**src/systolic_pkg.sv**
```systemverilog
package systolic_pkg;

    // grid and operand sizes
    localparam int ARRAY_SIZE = 4;
    localparam int OPERAND_W  = 8;
    localparam int PRODUCT_W  = 16;

    // radix-8 digits needed to cover an 8-bit signed operand
    localparam int NUM_DIGITS = 3;

    // operand/3y register, carry-save register, product register
    localparam int MULT_LATENCY = 3;

    // skew through the grid plus multiplier, accumulator and result register
    localparam int DONE_CYCLES = 3 * ARRAY_SIZE + MULT_LATENCY + 2;

    typedef logic signed [OPERAND_W-1:0] operand_t;
    typedef logic signed [PRODUCT_W-1:0] product_t;

    // one recoded digit
    // mag is 0..4 times y, neg flips the sign of the selected multiple
    typedef struct packed {
        logic [2:0] mag;
        logic       neg;
    } booth_digit_t;

    // digit 0 is the least significant group
    typedef struct packed {
        booth_digit_t [NUM_DIGITS-1:0] digit;
    } booth_word_t;

    // one operand per row or per column
    typedef operand_t [ARRAY_SIZE-1:0] operand_lanes_t;

    // accumulators, row-major, element [i][j] holds c[i][j]
    typedef product_t [ARRAY_SIZE-1:0][ARRAY_SIZE-1:0] result_grid_t;

endpackage

```
**src/booth_recoder.sv**
```systemverilog
`timescale 1ns/1ps

module booth_recoder (
    input  logic                      clk,
    input  logic                      rst,
    input  systolic_pkg::operand_t    a,
    output systolic_pkg::booth_word_t digits
);
    import systolic_pkg::*;

    // sign bit on top, zero appended below the lsb
    logic [OPERAND_W+1:0] scan;
    booth_word_t          digits_next;

    // overlapping 4-bit group to signed digit in the range -4..4
    function automatic booth_digit_t encode(input logic [3:0] grp);
        booth_digit_t dg;
        dg.neg = grp[3] & ~(&grp[2:0]);
        case (grp)
            4'b0000, 4'b1111: dg.mag = 3'd0;
            4'b0001, 4'b0010, 4'b1101, 4'b1110: dg.mag = 3'd1;
            4'b0011, 4'b0100, 4'b1011, 4'b1100: dg.mag = 3'd2;
            4'b0101, 4'b0110, 4'b1001, 4'b1010: dg.mag = 3'd3;
            default: dg.mag = 3'd4;
        endcase
        return dg;
    endfunction

    // signed value of one recoded digit
    function automatic int digit_value(input booth_digit_t dg);
        return dg.neg ? -int'(dg.mag) : int'(dg.mag);
    endfunction

    assign scan = {a[OPERAND_W-1], a, 1'b0};

    always_comb begin
        for (int k = 0; k < NUM_DIGITS; k++) begin
            digits_next.digit[k] = encode(scan[3*k +: 4]);
        end
    end

    always_ff @(posedge clk or negedge rst) begin
        if (!rst) begin
            digits <= '0;
        end else begin
            digits <= digits_next;
        end
    end

    // the multiplier only knows multiples up to 4y
    // and the weighted digits must give back the operand they came from
    a_mag_range: assert property (@(posedge clk) disable iff (!rst)
        $past(rst) |->
            (digits.digit[0].mag <= 3'd4 && digits.digit[1].mag <= 3'd4 &&
             digits.digit[2].mag <= 3'd4 &&
             digit_value(digits.digit[0]) + 8 * digit_value(digits.digit[1]) +
             64 * digit_value(digits.digit[2]) == int'($past(a))));

endmodule

```
**src/booth_multiplier.sv**
```systemverilog
`timescale 1ns/1ps

module booth_multiplier (
    input  logic                      clk,
    input  logic                      rst,
    input  systolic_pkg::booth_word_t digits,
    input  systolic_pkg::operand_t    y,
    output systolic_pkg::product_t    product
);
    import systolic_pkg::*;

    // stage 1 registers
    booth_word_t                digits_q;
    operand_t                   y_q;
    logic signed [OPERAND_W+1:0] y3_q;
    logic signed [OPERAND_W+1:0] y3;

    // partial products and carry-save words
    product_t y_ext;
    product_t y3_ext;
    product_t pp [NUM_DIGITS];
    product_t cs_sum;
    product_t cs_maj;
    product_t sum_q;
    product_t carry_q;

    // final adder
    product_t             cpa_sum;
    logic [PRODUCT_W:0]   ripple;

    function automatic product_t select_multiple(
        input booth_digit_t dg,
        input product_t     y1,
        input product_t     y3m
    );
        product_t mult;
        case (dg.mag)
            3'd1:    mult = y1;
            3'd2:    mult = y1 <<< 1;
            3'd3:    mult = y3m;
            3'd4:    mult = y1 <<< 2;
            default: mult = '0;
        endcase
        return dg.neg ? -mult : mult;
    endfunction

    // 3y = 2y + y, ten bits hold the full signed range
    assign y3 = {y[OPERAND_W-1], y, 1'b0} + {{2{y[OPERAND_W-1]}}, y};

    always_ff @(posedge clk or negedge rst) begin
        if (!rst) begin
            digits_q <= '0;
            y_q      <= '0;
            y3_q     <= '0;
        end else begin
            digits_q <= digits;
            y_q      <= y;
            y3_q     <= y3;
        end
    end

    assign y_ext  = {{(PRODUCT_W-OPERAND_W){y_q[OPERAND_W-1]}}, y_q};
    assign y3_ext = {{(PRODUCT_W-OPERAND_W-2){y3_q[OPERAND_W+1]}}, y3_q};

    // digit k carries weight 8^k
    always_comb begin
        for (int k = 0; k < NUM_DIGITS; k++) begin
            pp[k] = select_multiple(digits_q.digit[k], y_ext, y3_ext) << (3 * k);
        end
    end

    // one row of full adders, three words into two
    assign cs_sum = pp[0] ^ pp[1] ^ pp[2];
    assign cs_maj = (pp[0] & pp[1]) | (pp[0] & pp[2]) | (pp[1] & pp[2]);

    always_ff @(posedge clk or negedge rst) begin
        if (!rst) begin
            sum_q   <= '0;
            carry_q <= '0;
        end else begin
            sum_q   <= cs_sum;
            carry_q <= {cs_maj[PRODUCT_W-2:0], 1'b0};
        end
    end

    // ripple carry adder, the carry out of the top bit drops off (mod 2^16)
    always_comb begin
        ripple[0] = 1'b0;
        for (int k = 0; k < PRODUCT_W; k++) begin
            cpa_sum[k]    = sum_q[k] ^ carry_q[k] ^ ripple[k];
            ripple[k + 1] = (sum_q[k] & carry_q[k]) | (ripple[k] & (sum_q[k] ^ carry_q[k]));
        end
    end

    always_ff @(posedge clk or negedge rst) begin
        if (!rst) begin
            product <= '0;
        end else begin
            product <= cpa_sum;
        end
    end

endmodule

```
**src/mac_cell.sv**
```systemverilog
`timescale 1ns/1ps

module mac_cell (
    input  logic                      clk,
    input  logic                      rst,
    input  systolic_pkg::booth_word_t digits_in,
    input  systolic_pkg::operand_t    y_in,
    output systolic_pkg::booth_word_t digits_out,
    output systolic_pkg::operand_t    y_out,
    output systolic_pkg::product_t    acc
);
    import systolic_pkg::*;

    product_t product;

    // the multiplier sees the operands in the same cycle they are forwarded
    booth_multiplier u_mult (
        .clk     (clk),
        .rst     (rst),
        .digits  (digits_in),
        .y       (y_in),
        .product (product)
    );

    // forward one hop right and one hop down
    always_ff @(posedge clk or negedge rst) begin
        if (!rst) begin
            digits_out <= '0;
            y_out      <= '0;
        end else begin
            digits_out <= digits_in;
            y_out      <= y_in;
        end
    end

    // output-stationary sum, wraps at 16 bits
    always_ff @(posedge clk or negedge rst) begin
        if (!rst) begin
            acc <= '0;
        end else begin
            acc <= acc + product;
        end
    end

endmodule

```
**src/array_ctrl.sv**
```systemverilog
`timescale 1ns/1ps

module array_ctrl (
    input  logic clk,
    input  logic rst,
    output logic capture,
    output logic done
);
    import systolic_pkg::*;

    logic [$clog2(DONE_CYCLES+1)-1:0] count;

    // counts cycles since reset release and holds at DONE_CYCLES
    always_ff @(posedge clk or negedge rst) begin
        if (!rst) begin
            count <= '0;
        end else if (count != DONE_CYCLES) begin
            count <= count + 1'b1;
        end
    end

    // capture leads done by one cycle so c is loaded when done rises
    assign capture = (count >= DONE_CYCLES - 1);
    assign done    = (count == DONE_CYCLES);

    a_done_sticky: assert property (@(posedge clk) disable iff (!rst) done |=> done);

endmodule

```
**src/systolic_array.sv**
```systemverilog
`timescale 1ns/1ps

module systolic_array (
    input  logic                         clk,
    input  logic                         rst,
    input  systolic_pkg::operand_lanes_t a_lanes,
    input  systolic_pkg::operand_lanes_t b_lanes,
    output systolic_pkg::result_grid_t   c,
    output logic                         done
);
    import systolic_pkg::*;

    // digits move right, b moves down
    // the extra column and row catch what the edge cells forward
    booth_word_t    digit_net [ARRAY_SIZE][ARRAY_SIZE+1];
    operand_t       b_net     [ARRAY_SIZE+1][ARRAY_SIZE];
    operand_lanes_t b_edge;
    result_grid_t   acc_grid;
    logic           capture;

    always_ff @(posedge clk or negedge rst) begin
        if (!rst) begin
            b_edge <= '0;
        end else begin
            b_edge <= b_lanes;
        end
    end

    for (genvar i = 0; i < ARRAY_SIZE; i++) begin : g_row
        booth_recoder u_recoder (
            .clk    (clk),
            .rst    (rst),
            .a      (a_lanes[i]),
            .digits (digit_net[i][0])
        );

        assign b_net[0][i] = b_edge[i];

        for (genvar j = 0; j < ARRAY_SIZE; j++) begin : g_col
            mac_cell u_cell (
                .clk        (clk),
                .rst        (rst),
                .digits_in  (digit_net[i][j]),
                .y_in       (b_net[i][j]),
                .digits_out (digit_net[i][j+1]),
                .y_out      (b_net[i+1][j]),
                .acc        (acc_grid[i][j])
            );
        end
    end

    array_ctrl u_ctrl (
        .clk     (clk),
        .rst     (rst),
        .capture (capture),
        .done    (done)
    );

    // result register follows the accumulators once capture is up
    always_ff @(posedge clk or negedge rst) begin
        if (!rst) begin
            c <= '0;
        end else if (capture) begin
            c <= acc_grid;
        end
    end

    // c must have been loaded on the edge where done rose
    a_capture_before_done: assert property (@(posedge clk) disable iff (!rst)
        $rose(done) |-> $past(capture));

endmodule

```
**config.mk**
```make
export PLATFORM = sky130hd
export DESIGN_NAME = systolic_array
export DESIGN_NICKNAME = d
export VERILOG_FILES = /design/src/systolic_pkg.sv /design/src/booth_recoder.sv /design/src/booth_multiplier.sv /design/src/mac_cell.sv /design/src/array_ctrl.sv /design/src/systolic_array.sv
export SDC_FILE = /design/constraint.sdc
export NUM_CORES = 2
export LEC_CHECK = 0
export ABC_CLOCK_PERIOD_IN_PS = 5800
export BUFFER_PORTS_ARGS = -buffer_cell sky130_fd_sc_hd__buf_4
export CAP_MARGIN = 20
export CORE_UTILIZATION = 56
export DETAILED_ROUTE_END_ITERATION = 10
export PLACE_DENSITY = 0.69
export SETUP_SLACK_MARGIN = 0.4
export SLEW_MARGIN = 30
export SYNTH_ARGS = -nofsm -noshare
export SYNTH_HDL_FRONTEND = slang
export SYNTH_SLANG_ARGS = --single-unit
```
**constraint.sdc**
```tcl
create_clock -name clk -period 5.8 [get_ports clk]
set_clock_uncertainty 0.15 [all_clocks]
set_input_delay 0.58 -clock clk [delete_from_list [all_inputs] [get_ports clk]]
set_output_delay 0.58 -clock clk [all_outputs]
set_load 0.02 [all_outputs]
```
==> impl_metrics.ini <==
[clocking]
path_clk_slew_ps = 60
tritoncts = yes
htreeDepth = 4
cts.sinks = 1729
cts_buffers = 185
cts.repair.resized = 0
post_cts_buffers = 0
clk-insertion-delay-late_ps = 820
clockRootBuffer = clkbuf_16
clockBufferDepth = 3

[global_route]
grt_pass1_vias = 62471
grt_max_degree = 180
grt_pass1_wl_mm = 330
grt_usage_pct = 24.3
antenna_found_initial = 7
grt-ovfl-total = 0

[route]
drtAntennaViolNets = 0
routedWlPerCell_um = 18.6
drc = 0
drtIter0Drc = 4234
via_per_inst = 5.68
first_pass_iters = 5
vias = 61200
drt-total-wl_mm = 200

[placement]
gp_congestion = 0.908
dp_hpwl_mm = 148
io_buffers = 322

[timing]
maxSlewViolCount = 0
clock.fmax_mhz = 204
maxSlewHeadroom_pct = 40.1
setup_violations = 0
tns_ps = 0
fin_crit_sh_pct = 84.5
finalHoldViolCount = 0
tightest_slew_ps = 892
rsz0062_at_grt = false
hold_slack_ps = 182
final.min_clock_period_ps = 4900

[final_layout]
fillers = 12877
syn2layout_area_growth_pct = 12.5
multi_input_area_sq_um = 46300
layout.nets = 9315
seqCellArea_sq_um = 43300
drive_above_1_share_pct = 14.0

[power]
p_leak_uw = 0.0471
pwr_density_cell_nw_per_um2 = 508
vdd_ir_drop_max_uv = 404

[floorplan]
die_h_um = 409
fp.dieW_um = 409
design.die.area_sq_um = 167000
fp-row-count = 149
core_sq_um = 165000
io_pins = 323
initial_core_util_pct = 56.3

[logic_synthesis]
post-synth-top-area-cell = dfrtp_1
ys_warn_count = 0
synth_cell_type_count = 92
synthFlopType = dfrtp_1
synthesis.area_sq_um = 92800
ys_seq_area_share_pct = 46.6
postSynthCellCount = 8158
netlist_top_cells_area = dfrtp_1 47%, fa_1 7.2%, ha_1 6.7%
syn_avg_cell_area_sq_um = 11.4
ys_ff_latch = 1729
postSynth.asyncResetShare_pct = 100
synth_nets = 9055
synth_edf_count = 0
netlist.area_leader.share_pct = 46.6

[hold_path]
min_path_cells = 0
hold_path_class = flip-flop to flip-flop

[critical_path]
cp-end-kind = flip-flop
start_kind = flip-flop
path_class = flip-flop to flip-flop
worstPathArrival_ps = 5500
rr_worst_depth = 15
required_ps = 6400
worstPathMaxFanout = 1

[status]
outcome = finished, final reports clean

[flow_run]
cap_violations = 0
==> routing by layer <==
layer | vias up | share of wire (%) | track usage, %
li1 | 29008 | - | -
met1 | 30575 | 44 | 33.0
met2 | 1282 | 49 | 40.5
met3 | 331 | 4.3 | 3.66
met4 | 4 | 2.5 | 7.28
met5 | - | 0.0080 | 0
==> cell families after synthesis <==
family	after synthesis	share of synthesized area, %
simple gates	1560	8.71
compound gates	1811	12.7
fa+ha+maj	831	13.9
buf+inv	854	3.48
flops	1729	46.6
mux	612	7.24
xor+xnor	761	7.36
==> synthesized netlist by cell type, drive strengths merged, types with 65 or more instances <==
library cell / count
clkbuf: 325
nor2b: 194
xor2: 264
a22oi: 172
nor2: 289
ha: 495
mux2: 471
nand2: 459
a21o: 105
o21a: 80
nand3: 124
xnor2: 485
nand3b: 65
dfrtp: 1729
a21oi: 364
inv: 498
fa: 336
nand2b: 82
mux2i: 141
o21ai: 512
==> worst paths after layout <==
path	startpoint	end	slack [ps]
setup reg to reg	g_row[2].g_col[2].u_cell.u_mult.sum_q[4]$_DFF_PN0_	g_row[2].g_col[2].u_cell.u_mult.product[15]$_DFF_PN0_	900
setup / recovery	g_row[2].g_col[2].u_cell.u_mult.sum_q[4]$_DFF_PN0_	g_row[2].g_col[2].u_cell.u_mult.product[15]$_DFF_PN0_	900
max in group asynchronous	rst	g_row[0].g_col[1].u_cell.acc[1]$_DFF_PN0_	3820
hold / removal	g_row[2].u_recoder.digits[2]$_DFF_PN0_	g_row[2].g_col[0].u_cell.digits_out[2]$_DFF_PN0_	180
min in group asynchronous	rst	c[178]$_DFFE_PN0P_	190
hold reg to reg	g_row[2].u_recoder.digits[2]$_DFF_PN0_	g_row[2].g_col[0].u_cell.digits_out[2]$_DFF_PN0_	180
==> per-stage QoR <==
step / instances / area (sq um) / power (uW) / setup WS (ps) / utilization, %
after global routing: 10767 / 104000 / 57100 / 725 / 63.3
after global placement: 10343 / 97000 / 39900 / 1010 / 58.9
after CTS: 10760 / 104000 / 53600 / 860 / 63.3
after detailed placement: 10343 / 97000 / 40900 / 873 / 58.9
final: 10768 / 104000 / 53000 / 900 / 63.3
after floorplan: 8158 / 92800 / 34500 / 1110 / -
==> layout make-up <==
| type | instances | share of cell area [%] |
|---|---|---|
| inverters | 499 | 1.79 |
| clock inverters | 85 | 1.03 |
| multi-input cells | 5575 | 44.4 |
| repair buffers | 428 | 3.48 |
| flip-flops and latches | 1729 | 41.5 |
| diodes | 5 | 0.0120 |
| well taps | 2189 | 2.62 |
| clock buffers | 258 | 5.22 |
==> power by group <==
| group | switching (uW) | internal [uW] |
|---|---|---|
| registers | 3060 | 16500 |
| clock network | 4840 | 7500 |
| logic | 11200 | 9920 |
==> critical path: stages, from the launching register on <==
cell	delay, ps
dfrtp_1	370
ha_1	210
fa_1	380
fa_1	390
fa_1	380
fa_1	380
fa_1	380
inv_1	80
fa_1	160
inv_1	50
fa_1	380
fa_1	410
fa_1	390
fa_1	400
xnor2_1	180
xnor2_1	130
==> timing repair <==
action	4_1_cts	5_1_grt
hold endpoints to repair	155	0
setup endpoints to repair	0	0
hold buffers	74	0
==> layout by cell type (no fill, tap or decap), drive strengths merged, types with 33 or more instances in the layout <==
cell type	synthesis	layout
nor2	289	289
a22oi	172	172
a31oi	52	52
o21bai	56	56
nor2b	194	194
o31ai	60	60
and3	33	33
dlygate4sd3	0	74
ha	495	495
mux2	471	471
a21oi	364	364
nand2b	82	82
nand2	459	459
clkinv	1	43
inv	498	509
o21a	80	80
o21ai	512	512
nor4bb	43	43
fa	336	336
a21o	105	105
clkbuf	325	258
mux2i	141	141
nand3	124	124
a211oi	52	52
nor3	54	54
a22o	35	35
nand4	55	55
buf	30	354
dfrtp	1729	1729
nand3b	65	65
xor2	264	264
xnor2	485	485
a221oi	41	41
==> state kept, by name, indices dropped and copies added, names as in the netlist <==
register / cells
g_row.g_col.u_cell.y_out: 95
g_row.g_col.u_cell.u_mult.carry_q: 192
g_row.g_col.u_cell.acc: 256
g_row.g_col.u_cell.u_mult.product: 256
b_edge: 32
u_ctrl.count: 5
g_row.g_col.u_cell.u_mult.digits_q: 44
g_row.g_col.u_cell.u_mult.y3_q: 137
g_row.u_recoder.digits: 44
c: 256
g_row.g_col.u_cell.digits_out: 132
g_row.g_col.u_cell.u_mult.sum_q: 256
g_row.g_col.u_cell.u_mult.y_q: 24
(Power assumes the default switching activity.)
